## src/common/eth_slot_pkg.sv

```systemverilog
package eth_slot_pkg;

  // ------------------------------------------------------------------------
  // slot memory geometry
  // ------------------------------------------------------------------------
  localparam int SLOT_AW = 12;
  localparam int SLOT_DW = 16;

  // frame length register and the largest stored length
  localparam int FRAME_LEN_W     = 12;
  localparam int MAX_FRAME_BYTES = 4095;

  // ------------------------------------------------------------------------
  // GMII framing
  // ------------------------------------------------------------------------
  localparam logic [7:0] GMII_PREAMBLE = 8'h55;
  localparam logic [7:0] GMII_SFD      = 8'hD5;

  // slot status bits
  // 01 means a frame is waiting, 10 means the host released the slot
  localparam int STATUS_FULL_BIT  = 0;
  localparam int STATUS_EMPTY_BIT = 1;

endpackage

```

## src/common/host_map_pkg.sv

```systemverilog
package host_map_pkg;

  // ------------------------------------------------------------------------
  // host bus geometry
  // ------------------------------------------------------------------------
  localparam int BUS_DW   = 16;
  localparam int BUS_AW   = 16;
  localparam int BUS_SELW = 2;

  // region codes, address bits 15..13
  localparam logic [2:0] REGION_GLOBAL = 3'd0;
  localparam logic [2:0] REGION_RX1    = 3'd4;

  // ------------------------------------------------------------------------
  // register indexes, address bits 3..1
  // ------------------------------------------------------------------------
  // global region
  localparam logic [2:0] REG_SLOT_STATUS = 3'd0;
  localparam logic [2:0] REG_COUNTER_0   = 3'd1;
  localparam logic [2:0] REG_COUNTER_1   = 3'd2;
  localparam logic [2:0] REG_COUNTER_2   = 3'd3;
  localparam logic [2:0] REG_COUNTER_3   = 3'd4;

  // rx1 region
  localparam logic [2:0] REG_RX_TS_0 = 3'd0;
  localparam logic [2:0] REG_RX_TS_1 = 3'd1;
  localparam logic [2:0] REG_RX_TS_2 = 3'd2;
  localparam logic [2:0] REG_RX_TS_3 = 3'd3;
  localparam logic [2:0] REG_RX_LEN  = 3'd4;

  // counter and timestamp word
  // lane 0 is the least significant 16 bits
  typedef union packed {
    logic [63:0]       count;
    logic [3:0][15:0]  lane;
  } counter_word_u;

endpackage
```

## src/rtl/host_bus_slave.sv

```systemverilog
module host_bus_slave (
  input  logic                                  clk_125,
  input  logic                                  core_rst_n,
  input  logic [host_map_pkg::BUS_AW-1:0]       bus_adr_i,
  input  logic [host_map_pkg::BUS_DW-1:0]       bus_dat_i,
  input  logic [host_map_pkg::BUS_SELW-1:0]     bus_sel_i,
  input  logic                                  bus_we_i,
  input  logic                                  bus_cyc_i,
  input  logic                                  bus_stb_i,
  output logic [host_map_pkg::BUS_DW-1:0]       bus_dat_o,
  output logic                                  bus_ack_o,
  input  host_map_pkg::counter_word_u           count_i,
  output logic [3:0]                            lane_we_o,
  output logic [host_map_pkg::BUS_SELW-1:0]     lane_sel_o,
  output logic [host_map_pkg::BUS_DW-1:0]       lane_dat_o,
  input  host_map_pkg::counter_word_u           rx_timestamp_i,
  input  logic [eth_slot_pkg::FRAME_LEN_W-1:0]  rx_frame_len_i,
  input  logic                                  frame_ready_i,
  output logic                                  slot_empty_o,
  output logic [eth_slot_pkg::SLOT_AW-1:0]      ram_addr_o,
  output logic [eth_slot_pkg::SLOT_DW-1:0]      ram_wdat_o,
  output logic [eth_slot_pkg::SLOT_DW/8-1:0]    ram_be_o,
  output logic                                  ram_we_o,
  input  logic [eth_slot_pkg::SLOT_DW-1:0]      ram_rdat_i,
  output logic                                  rx_frame_irq_o
);

  import host_map_pkg::*;
  import eth_slot_pkg::*;

  logic [2:0]         region;
  logic [2:0]         reg_idx;
  logic               reg_hit;
  logic               win_hit;
  logic               req;
  logic               rd;
  logic               wr;
  logic               global_wr;
  logic               status_wr;
  logic [BUS_DW-1:0]  rd_mux;

  logic               ack_q;
  logic [1:0]         wait_q;
  logic [3:0]         status_q;
  logic               irq_q;
  logic               ram_we_q;
  logic [BUS_DW-1:0]  dat_q;
  logic [SLOT_AW-1:0] ram_addr_q;
  logic [SLOT_DW-1:0] ram_wdat_q;
  logic [1:0]         ram_be_q;

  // ------------------------------------------------------------------------
  // decode
  // ------------------------------------------------------------------------
  assign region  = bus_adr_i[15:13];
  assign reg_idx = bus_adr_i[3:1];
  assign reg_hit = (bus_adr_i[12:4] == 9'd0);
  assign win_hit = (region == REGION_RX1) && !reg_hit;

  // one request per ack
  assign req = bus_cyc_i && bus_stb_i && !ack_q;
  assign rd  = req && !bus_we_i;
  assign wr  = req && bus_we_i;

  assign global_wr = wr && (region == REGION_GLOBAL) && reg_hit;
  assign status_wr = global_wr && (reg_idx == REG_SLOT_STATUS) && bus_sel_i[1];

  // counter lane writes go straight to the timer
  always_comb begin
    lane_we_o = 4'b0000;
    if (global_wr) begin
      case (reg_idx)
        REG_COUNTER_0: lane_we_o[0] = 1'b1;
        REG_COUNTER_1: lane_we_o[1] = 1'b1;
        REG_COUNTER_2: lane_we_o[2] = 1'b1;
        REG_COUNTER_3: lane_we_o[3] = 1'b1;
        default:       lane_we_o = 4'b0000;
      endcase
    end
  end

  assign lane_sel_o = bus_sel_i;
  assign lane_dat_o = bus_dat_i;

  // register read mux, unmapped space reads zero
  always_comb begin
    rd_mux = '0;
    if (reg_hit && region == REGION_GLOBAL) begin
      case (reg_idx)
        REG_SLOT_STATUS: rd_mux = {{(BUS_DW-4){1'b0}}, status_q};
        REG_COUNTER_0:   rd_mux = count_i.lane[0];
        REG_COUNTER_1:   rd_mux = count_i.lane[1];
        REG_COUNTER_2:   rd_mux = count_i.lane[2];
        REG_COUNTER_3:   rd_mux = count_i.lane[3];
        default:         rd_mux = '0;
      endcase
    end else if (reg_hit && region == REGION_RX1) begin
      case (reg_idx)
        REG_RX_TS_0: rd_mux = rx_timestamp_i.lane[0];
        REG_RX_TS_1: rd_mux = rx_timestamp_i.lane[1];
        REG_RX_TS_2: rd_mux = rx_timestamp_i.lane[2];
        REG_RX_TS_3: rd_mux = rx_timestamp_i.lane[3];
        REG_RX_LEN:  rd_mux = {{(BUS_DW-FRAME_LEN_W){1'b0}}, rx_frame_len_i};
        default:     rd_mux = '0;
      endcase
    end
  end

  // ------------------------------------------------------------------------
  // ack, slot read wait and status
  // ------------------------------------------------------------------------
  always_ff @(posedge clk_125 or negedge core_rst_n) begin
    if (!core_rst_n) begin
      ack_q    <= 1'b0;
      wait_q   <= 2'd0;
      status_q <= 4'd0;
      irq_q    <= 1'b0;
      ram_we_q <= 1'b0;
    end else begin
      ack_q    <= 1'b0;
      ram_we_q <= 1'b0;
      irq_q    <= frame_ready_i;
      if (rd && win_hit) begin
        // address out, ram read, then capture
        if (wait_q == 2'd2) begin
          ack_q  <= 1'b1;
          wait_q <= 2'd0;
        end else begin
          wait_q <= wait_q + 2'd1;
        end
      end else if (req) begin
        ack_q <= 1'b1;
        if (wr && win_hit) begin
          ram_we_q <= 1'b1;
        end
      end
      if (status_wr) begin
        status_q <= bus_dat_i[3:0];
      end
      if (frame_ready_i) begin
        status_q[STATUS_FULL_BIT]  <= 1'b1;
        status_q[STATUS_EMPTY_BIT] <= 1'b0;
      end
    end
  end

  // data path
  always_ff @(posedge clk_125) begin
    if (rd && win_hit && wait_q == 2'd0) begin
      ram_addr_q <= bus_adr_i[SLOT_AW:1];
    end
    if (wr && win_hit) begin
      ram_addr_q <= bus_adr_i[SLOT_AW:1];
      ram_wdat_q <= bus_dat_i;
      ram_be_q   <= {bus_sel_i[0], bus_sel_i[1]};
    end
    if (rd && win_hit && wait_q == 2'd2) begin
      dat_q <= ram_rdat_i;
    end else if (rd && !win_hit) begin
      dat_q <= rd_mux;
    end
  end

  assign bus_dat_o      = dat_q;
  assign bus_ack_o      = ack_q;
  assign slot_empty_o   = status_q[STATUS_EMPTY_BIT];
  assign rx_frame_irq_o = irq_q;
  assign ram_addr_o     = ram_addr_q;
  assign ram_wdat_o     = ram_wdat_q;
  assign ram_be_o       = ram_be_q;
  assign ram_we_o       = ram_we_q;

  ack_single_cycle : assert property (
    @(posedge clk_125) disable iff (!core_rst_n) ack_q |=> !ack_q
  );

endmodule

```

## config.mk

```make
export PLATFORM = sky130hd
export DESIGN_NAME = host_bus_slave
export DESIGN_NICKNAME = d
export VERILOG_FILES = /design/src/common/eth_slot_pkg.sv /design/src/common/host_map_pkg.sv /design/src/rtl/host_bus_slave.sv
export SDC_FILE = /design/constraint.sdc
export NUM_CORES = 1
export LEC_CHECK = 0
export ABC_CLOCK_PERIOD_IN_PS = 5360
export BUFFER_PORTS_ARGS = -buffer_cell sky130_fd_sc_hd__buf_4
export CAP_MARGIN = 20
export CORE_AREA = 2 2 103 105
export CTS_CLUSTER_DIAMETER = 150
export DETAILED_ROUTE_END_ITERATION = 12
export DIE_AREA = 0 0 105 107
export HOLD_SLACK_MARGIN = 0.12
export PLACE_DENSITY_LB_ADDON = 0.15
export SYNTH_ARGS = -nofsm -noshare
export SYNTH_HDL_FRONTEND = slang
export SYNTH_SLANG_ARGS = --single-unit
```

## constraint.sdc

```tcl
create_clock -name clk_125 -period 5.36 [get_ports clk_125]
set_clock_uncertainty 0.2 [all_clocks]
set_input_delay 0.536 -clock clk_125 [delete_from_list [all_inputs] [get_ports clk_125]]
set_output_delay 0.536 -clock clk_125 [all_outputs]
set_load 0.005 [all_outputs]
```

==> results of run 1 <==
repair_timing:
item,4_1_cts,5_1_grt
hold endpoints to repair,9,0
endpoints found under the setup margin,0,0
hold buffers,1,0
logic make-up (layout without fill, tap and decap cells):
group | count (synthesis) | after routing | synth area share [%]
AO/OA/AOI/OAI | 82 | 82 | 19.5
flip-flops | 55 | 55 | 45.6
AND/OR/NAND/NOR | 55 | 55 | 10.1
multiplexers | 48 | 48 | 16.4
buffers and inverters | 47 | 285 | 8.39
per-layer routing:
layer,GRT usage (%),routed length (um)
met5,0,0
met4,4.95,133
met3,4.80,1030
met2,39.1,6870
met1,28.6,5250
power by group through the flow:
stage,Clock [mW],Combinational (mW),Sequential (mW)
after floorplan,0,0.105,0.485
after global placement,0,0.248,0.485
after detailed placement,0,0.252,0.485
after CTS,0.256,0.253,0.476
after global routing,0.270,0.272,0.477
final,0.246,0.251,0.476
layout by cell type (no fill, tap or decap), drive strengths merged, types with 7 or more instances in the layout:
master and n:
dfrtp 9, buf 272, a21oi 8, edfxtp 46, nor2 10, nor3 7
a221o 9, a22oi 16, mux2i 25, a32o 16, mux2 17, nand2 8
o221ai 13, o21ai 8
critical path, stage by stage:
cell and delay, ns:
buf_4 0.20, or3b_1 0.39, a31oi_1 0.22, and3_1 0.72, a21o_1 0.63
path summary, 6_finish.rpt:
kind / start / to / depth (start not counted)
min reg2reg: status_q[3] / status_q[3] / 1
min in group asynchronous: core_rst_n / status_q[2] / 2
min: frame_ready_i / rx_frame_irq_o / 1
max in group asynchronous: core_rst_n / wait_q[0] / 2
max reg2reg: bus_ack_o / bus_dat_o[8] / 4
max: bus_adr_i[15] / bus_dat_o[8] / 5
through the flow:
stage	hold WS, ns	instances	total power [mW]
floorplan	0.0404	287	0.590
global placement	0.165	650	0.732
detailed placement	0.169	651	0.737
CTS	0.151	660	0.985
global route	0.145	661	1.02
finish	0.163	661	0.973
registers in the layout, summed over array words and instances, names as in the netlist:
name,cells
ram_addr_o,12
ram_wdat_o,16
wait_q,2
rx_frame_irq_o,1
status_q,4
bus_dat_o,16
bus_ack_o,1
ram_be_o,2
ram_we_o,1
final cells by class:
| type | instances | area (um^2) | area share [%] |
|---|---|---|---|
| tap | 136 | 170 | 3.06 |
| timing repair buffer | 273 | 2060 | 37.0 |
| inverter | 4 | 15.0 | 0.270 |
| clock buffer | 5 | 68.8 | 1.24 |
| multi-input combinational | 185 | 1620 | 29.1 |
| clock inverter | 3 | 27.5 | 0.495 |
| sequential | 55 | 1610 | 28.9 |
==> results by group, run 1 <==
Placed design
  – HPWL after DPL: 10.2 mm
  – Placed inst area: ~5400 um^2
  – RD Place Congestion: 0.775
  – Dpl ws: just over 2 ns
  – Port buffer count: between 200 and 300

Critical path
  – Arrival @ worst endpoint: 2.70 ns
  – WS Path Type: primary input to flop
  – Crit end category: flop
  – Largest fanout on the critical path: 17
  – CP startpoint kind: primary input
  – CP required: slightly above 5 ns
  – R2R setup slack: ~2.7 ns

Clock network
  – Root Buffer: clkbuf_8
  – Clock sinks: 55
  – CTS resizes: 0
  – Clock-pin slew on the worst setup and hold paths: between 0.1 and 0.15 ns
  – Worst-Skew Late Latency: just over 0.3 ns
  – Max clock buf depth: 2
  – Total setup buffers inserted after CTS: 0
  – Total CTS buffers: 5
  – CTS tree: yes
  – H-tree levels: 2

Logic synthesis
  – Ys flop type: edfxtp_1
  – Yosys warns: 0
  – Async set-reset flop share out of synthesis: 16.4%
  – Top cells by count, synth: edfxtp_1, mux2i_1, buf_4
  – Netlist cell types: 47
  – Register area share after synthesis: around 46%
  – Area contributors post-synth: edfxtp_1, mux2i_1, dfrtp_1
  – Top cell type's share of synthesized area: between 30 and 40%
  – Mapped Nets: between 400 and 500
  – Gate Count Post-Synth: around 290
  – Count leader, synth: edfxtp_1
  – Post-synthesis register bit count: 55
  – Mean Syn Cell Area: roughly 12 um^2
  – Post-synth EDFFs: 46
  – Post-Syn Area: ~3500 um^2
  – Cell taking the most area after synthesis: edfxtp_1

Layout
  – Layout cells sized above 1: between 50% and 60%
  – Synthesis-to-finish area growth: 58.0%
  – ANT cells: 0
  – Final nets: 720
  – Fillers: roughly 890
  – Final instance area: 5560 um^2
  – Final Util: a little under three fifths

Global route
  – Global route overflow: 0
  – Pin count of the biggest net entering global routing: 55
  – Vias in the first global route: around 3,500
  – First-pass GRT wire length: approximately 19 mm
  – Gr usage total: 22.4%
  – Initial antenna violation count: 0

Timing
  – RSZ-0062 raised after global routing: no
  – Setup TNS: 0 ns
  – Max Slew Vio Count: 0
  – Min Clock Period, post-route: between 2 and 3 ns
  – Worst-Margin Slew: about 0.83 ns
  – Final WS setup: about 2.4 ns
  – Final setup viols: 0
  – Max transition margin: 44.7%
  – Tcrit/Tclk final: ~55%
  – Max Fclk: 339 MHz
  – Final hold vios: 0

Floorplan
  – # IOs: 268
  – Die W: 105 um
  – Core area: 10,100 um^2
  – Initial Util: between 30% and 40%
  – Row count: 37
  – Die Footprint: between 10,000 and 15,000 um^2
  – Die Height: about 110 um

Power
  – Sw Ratio: a little over a quarter
  – Net load switching power: between 0.2 and 0.3 mW
  – Internal Pwr Total: slightly above 0.7 mW
  – PwrDens: 175 nW/um^2
  – Reg power frac: about half
  – Peak supply drop: 0.0988 mV
  – Combinational power share: 25.8%
  – Clock network power share: around a quarter
  – Static Leak: roughly 2.5 nW

Drt
  – DR DRC count: 0
  – Routed WL: 13.3 mm
  – Initial drt markers: between 150 and 200
  – Vias per cell: about 5.2
  – DR vias: roughly 3,500
  – Post-DRT Antenna Nets: 0
  – WL/cell: about 20 um
  – 1st-pass router iterations: 4

Outcome
  – Status: finished clean

Run
  – Max Cap Viol: 0

Min path
  – Worst Hold Class: primary input to flop
(Power assumes the default switching activity.)
==> inputs of run 2 (changes only) <==
--- a/config.mk
+++ b/config.mk
@@ -5,7 +5,7 @@
 export SDC_FILE = /design/constraint.sdc
 export NUM_CORES = 1
 export LEC_CHECK = 0
-export ABC_CLOCK_PERIOD_IN_PS = 5360
+export ABC_CLOCK_PERIOD_IN_PS = 2900
 export BUFFER_PORTS_ARGS = -buffer_cell sky130_fd_sc_hd__buf_4
 export CAP_MARGIN = 20
 export CORE_AREA = 2 2 103 105
==> constraint.sdc (replaced) <==
create_clock -name clk_125 -period 2.9 [get_ports clk_125]
set_clock_uncertainty 0.2 [all_clocks]
set_input_delay 0.29 -clock clk_125 [delete_from_list [all_inputs] [get_ports clk_125]]
set_output_delay 0.29 -clock clk_125 [all_outputs]
set_load 0.005 [all_outputs]
==> run 2 against run 1 <==
  * Combinational power rose by 110%
  * Wire length rose by 3.7%
  * Sequential share of layout area fell by 2.5 points
  * Count of clock-buffer cells in the layout did not move
  * First-iteration DRC count shrank 3.4%
  * Global-route usage is 1.4 points higher
  * Setup slack got worse by 2.3 ns
  * Die area did not move
  * Register-to-register slack got worse by 1.6 ns
  * Critical path type is now primary input to primary output
  * Largest cell class unchanged
==> results by group, run 2 (synthesis gave the netlist of run 1 again) <==
Floorplan
  – # IOs: 268
  – Die Footprint: about 11,000 um^2
  – Initial Util: between 30% and 40%
  – Core area: around 10,000 um^2
  – Die W: 105 um
  – Row count: 37
  – Die Height: roughly 110 um

Timing
  – Max Fclk: between 300 and 400 MHz
  – Worst-Margin Slew: about 0.56 ns
  – Max transition margin: 62.8%
  – Setup TNS: 0 ns
  – Min Clock Period, post-route: between 2 and 3 ns
  – Tcrit/Tclk final: between 90% and 100%
  – RSZ-0062 raised after global routing: no
  – Final hold vios: 0
  – Final setup viols: 0
  – Max Slew Vio Count: 0

Layout
  – Synthesis-to-finish area growth: 73.2%
  – Final nets: about 780
  – Fillers: 873
  – ANT cells: 0
  – Most frequent cells in the layout: buf_4, dlygate4sd3_1, edfxtp_1
  – Final Util: 60.4%
  – Seq. cell area: 1610 um^2
  – Area of the multi-input gates: 1630 um^2
  – Layout cells sized above 1: between 50% and 60%
  – Commonest non-fill, non-tap cell in the layout: buf_4

Global route
  – Vias in the first global route: a little under 4,000
  – First-pass GRT wire length: around 21 mm
  – Pin count of the biggest net entering global routing: 44
  – Initial antenna violation count: 0
  – Global route overflow: 0
  – Gr usage total: 23.8%

Critical path
  – Crit end category: primary output
  – Reg2reg end: bus_dat_o[11]
  – CP most frequent cell: buf_4
  – Crit path cell chain: dlygate4sd3_1 -> buf_4 -> nor4_4 -> nand3_4 -> or3_4 -> nor3_1 -> buf_4
  – CP startpoint kind: primary input
  – Arrival @ worst endpoint: approximately 2.3 ns
  – R2R setup slack: roughly 1.1 ns
  – WS Path Type: primary input to primary output
  – Worst path slowest cell: dlygate4sd3_1
  – R2R cell count: 5
  – Largest fanout on the critical path: 4
  – Reg-to-reg startpoint: bus_ack_o
  – Setup crit start: bus_adr_i[12]
  – CP required: roughly 2.4 ns
  – Slowest stage delay, CP: 0.53 ns

Outcome
  – Status: finished clean

Clock network
  – H-tree levels: 2
  – Total setup buffers inserted after CTS: 0
  – Total CTS buffers: 5
  – Worst-Skew Late Latency: between 0.3 and 0.4 ns
  – Clock-pin slew on the worst setup and hold paths: between 0.1 and 0.15 ns
  – Clock sinks: 55
  – Max clock buf depth: 2
  – Root Buffer: clkbuf_8
  – CTS tree: yes

Drt
  – Vias per cell: about 5.1
  – WL/cell: around 19 um
  – Initial drt markers: 168
  – 1st-pass router iterations: 4
  – Routed WL: about 14 mm
  – DR vias: between 3,000 and 4,000
  – DR DRC count: 0
  – Post-DRT Antenna Nets: 0

Power
  – PwrDens: 306 nW/um^2
  – Peak supply drop: 0.229 mV
  – Static Leak: about 2.7 nW

Min path
  – Worst Hold Class: primary input to async pin

Run
  – Max Cap Viol: 0

Placed design
  – HPWL after DPL: around 10 mm
  – RD Place Congestion: between 0.8 and 0.9
  – Port buffer count: around 270
run 2: repair_timing:
action	in CTS	in global routing
endpoints found under the setup margin	0	4
hold endpoints to repair	58	0
resized for setup	0	2
hold buffers	47	0
run 2: critical path, delay by kind of cell:
family	cells	cell delay, ns
AND/OR/NAND/NOR	4	1.13
buffers and inverters	3	0.85
run 2: area by class of cell:
cell class	instances	area share, %
Timing Repair Buffer	328	42.3
Multi-Input combinational cell	185	26.7
Sequential cell	55	26.4
Tap cell	136	2.79
Clock buffer	5	1.13
Clock inverter	3	0.452
Inverter	4	0.246
run 2: stage by stage:
stage	cell area, um^2	cells	total power, mW	worst slack (ns)	hold slack, ns
CTS	6090	716	1.88	0.00344	0.126
global route	6090	716	1.95	0.0807	0.123
finish	6090	716	1.87	0.140	0.135
detailed placement	5520	661	1.37	0.534	-0.0817
global placement	5520	661	1.36	0.544	-0.0806
floorplan	3520	287	1.09	0.444	-0.206
run 2: report_power, final:
group	internal, mW	switching, mW
registers	0.871	0.00925
logic	0.328	0.198
clock network	0.178	0.282
run 2: worst max path at each step:
stage | depth (start not counted) | to | slack [ns]
CTS | 7 | lane_we_o[2] | 0.003
floorplan | 3 | ram_addr_o[0] | 0.44
finish | 7 | lane_we_o[2] | 0.14
global placement | 6 | bus_dat_o[12] | 0.54
detailed placement | 6 | bus_dat_o[12] | 0.53
global route | 7 | lane_we_o[0] | 0.08
run 2: per-layer routing:
layer  track usage, %  wire length [um]  vias to the layer above
met5                0                 0                        -
met4             5.33               152                        0
met3             5.47              1130                       10
met2             43.1              7320                      188
met1             28.7              5170                     1719
li1                 -                 -                     1731
==> inputs of run 3 (changes only) <==
--- a/config.mk
+++ b/config.mk
@@ -5,13 +5,13 @@
 export SDC_FILE = /design/constraint.sdc
 export NUM_CORES = 1
 export LEC_CHECK = 0
-export ABC_CLOCK_PERIOD_IN_PS = 2900
+export ABC_CLOCK_PERIOD_IN_PS = 2400
 export BUFFER_PORTS_ARGS = -buffer_cell sky130_fd_sc_hd__buf_4
 export CAP_MARGIN = 20
-export CORE_AREA = 2 2 103 105
+export CORE_ASPECT_RATIO = 0.75
+export CORE_UTILIZATION = 37
 export CTS_CLUSTER_DIAMETER = 150
 export DETAILED_ROUTE_END_ITERATION = 12
-export DIE_AREA = 0 0 105 107
 export HOLD_SLACK_MARGIN = 0.12
 export PLACE_DENSITY_LB_ADDON = 0.15
 export SYNTH_ARGS = -nofsm -noshare
==> constraint.sdc (replaced) <==
create_clock -name clk_125 -period 2.4 [get_ports clk_125]
set_clock_uncertainty 0.2 [all_clocks]
set_input_delay 0.24 -clock clk_125 [delete_from_list [all_inputs] [get_ports clk_125]]
set_output_delay 0.24 -clock clk_125 [all_outputs]
set_load 0.005 [all_outputs]
==> run 3 against run 2 <==
  * Worst hold slack better by 0.048 ns
  * Largest cell class unchanged
  * Wire length fell by 1.5%
  * Largest power group unchanged
  * Utilization increased by 8.3 points
==> results by group, run 3 (synthesis gave the netlist of run 1 again) <==
Outcome
  – Status: finished clean

Layout
  – Fillers: slightly above 700
  – Layout Cells excl Fill: 722
  – ANT cells: 0
  – Synthesis-to-finish area growth: 78.8%
  – Most frequent cells in the layout: buf_4, dlygate4sd3_1, edfxtp_1
  – Commonest non-fill, non-tap cell in the layout: buf_4
  – Final nets: slightly below 800
  – Layout cells sized above 1: between 50% and 60%

Critical path
  – R2R setup slack: 0.57 ns
  – Reg2reg end: bus_dat_o[11]
  – Largest fanout on the critical path: 17
  – Crit end category: flop
  – Slowest stage delay, CP: about 0.53 ns
  – WS Path Type: primary input to flop
  – R2R cell count: 5
  – CP bufs+invs: 3
  – Crit path cell chain: dlygate4sd3_1 -> buf_4 -> buf_6 -> mux2_2 -> a21oi_1 -> o221ai_1 -> a32o_1
  – Reg-to-reg startpoint: bus_ack_o
  – Arrival @ worst endpoint: approximately 2.1 ns
  – CP required: 2.25 ns
  – Crit path max-delay family: buffers and inverters
  – CP startpoint kind: primary input
  – Worst path slowest cell: dlygate4sd3_1

Global route
  – M3 GR Usage: between 5 and 6%
  – GR met2 Demand/Resource: around 45%
  – Gr usage total: 26.6%
  – First-pass GRT wire length: 19.9 mm
  – Pin count of the biggest net entering global routing: 45
  – Initial antenna violation count: 0
  – Global route overflow: 0
  – Vias in the first global route: 3,725
  – Met1 Resource Use GR: roughly a third
  – GRT busiest layer: met2

Drt
  – 1st-pass router iterations: 4
  – DR vias: ~3,700
  – WL/cell: 18.8 um
  – Vias per cell: 5.13
  – DR DRC count: 0
  – Post-DRT Antenna Nets: 0
  – Routed WL: 13.6 mm
  – Initial drt markers: 206

Clock network
  – Root Buffer: clkbuf_16
  – Clock-pin slew on the worst setup and hold paths: 0.07 ns
  – H-tree levels: 2
  – Max clock buf depth: 2
  – Total CTS buffers: 5
  – Worst-Skew Late Latency: slightly below 0.3 ns
  – CTS tree: yes
  – Clock sinks: 55

Timing
  – Tcrit/Tclk final: a little over nine tenths
  – Max transition margin: between 50% and 60%
  – RSZ-0062 raised after global routing: no
  – Min Clock Period, post-route: 2.29 ns
  – Worst-Margin Slew: 0.623 ns
  – Max Slew Vio Count: 0
  – Max Fclk: around 440 MHz
  – Final setup viols: 0
  – Final hold vios: 0
  – Final WS setup: approximately 0.11 ns

Min path
  – WHS Endpoint: wait_q[0]
  – Worst Hold Class: primary input to flop
  – Min-Delay Path Depth: 4
  – Min-delay src: bus_we_i

Placed design
  – Dpl ws: between 0.1 and 0.15 ns
  – RD Place Congestion: around 0.85
  – HPWL after DPL: 10.2 mm
  – Placed insts: around 660
  – Port buffer count: between 200 and 300

Power
  – Peak supply drop: 0.268 mV
  – Static Leak: between 2 and 3 nW
  – PwrDens: 394 nW/um^2

Floorplan
  – Core area: between 9000 and 10,000 um^2
  – Row count: 30
  – # IOs: around 270
  – Die W: roughly 110 um
  – Die Footprint: around 10000 um^2
  – Initial Util: between 30% and 40%
  – Die Height: a little under 90 um

Run
  – Max Cap Viol: 0
run 3: changes by cell type in the layout (fill, tap and decap cells not counted), moves of 2 or more:
cell	change
buf_4	+7
buf_12	+2
clkbuf_8	-5
buf_6	+3
clkbuf_16	+5
dlygate4sd3_1	+2
run 3: layout make-up:
| class | instances | area [um^2] | area share [%] |
|---|---|---|---|
| clock buffer | 6 | 129 | 2.05 |
| clock inverter | 2 | 16.3 | 0.258 |
| inverter | 4 | 15.0 | 0.239 |
| multi-input combinational | 185 | 1640 | 26.1 |
| sequential | 55 | 1610 | 25.5 |
| tap | 128 | 160 | 2.54 |
| timing repair buffer | 342 | 2730 | 43.3 |
run 3: repair_timing:
item,4_1_cts,5_1_grt
endpoints found under the hold margin,59,0
gates resized for setup,0,6
endpoints found under the setup margin,0,9
hold buffers,49,0
buffers inserted,0,3
run 3: tightest hold or removal path, cell delays in order:
cell,delay (ns)
buf_4,0.10
nor2_1,0.06
nand2_1,0.10
mux2_2,0.15
run 3: stage by stage:
step / cell area, um^2 / total power, mW / hold slack [ns] / utilization (%) / TNS, ns
2_1_floorplan: 3520 / 1.32 / -0.256 / - / 0
3_3_place_gp: 5600 / 1.66 / -0.127 / 61.2 / -0.0106
3_5_place_dp: 5620 / 1.68 / -0.124 / 61.3 / 0
4_1_cts: 6250 / 2.48 / 0.178 / 68.3 / 0
5_1_grt: 6290 / 2.57 / 0.196 / 68.7 / 0
6_report: 6290 / 2.48 / 0.183 / 68.7 / 0
run 3: worst max path at each step:
stage / start / to / cells after the start / slack, ns
6_report: bus_adr_i[3] / bus_dat_o[3] / 7 / 0.11
5_1_grt: bus_adr_i[3] / bus_dat_o[1] / 8 / 0.02
4_1_cts: bus_adr_i[3] / bus_dat_o[14] / 8 / 0.05
3_5_place_dp: bus_adr_i[2] / bus_dat_o[2] / 6 / 0.13
3_3_place_gp: bus_adr_i[2] / bus_dat_o[14] / 5 / -0.01
2_1_floorplan: bus_adr_i[14] / ram_be_o[0] / 3 / 0.11
run 3: metal layers:
metal	vias up	part of all wire (%)
met5	-	0
met4	0	1.3
met3	17	7.6
met2	165	49
met1	1758	42
li1	1763	-
run 3: power breakdown:
part | switching, mW | internal, mW
Combinational | 0.250 | 0.416
Sequential | 0.0117 | 1.05
Clock | 0.357 | 0.393
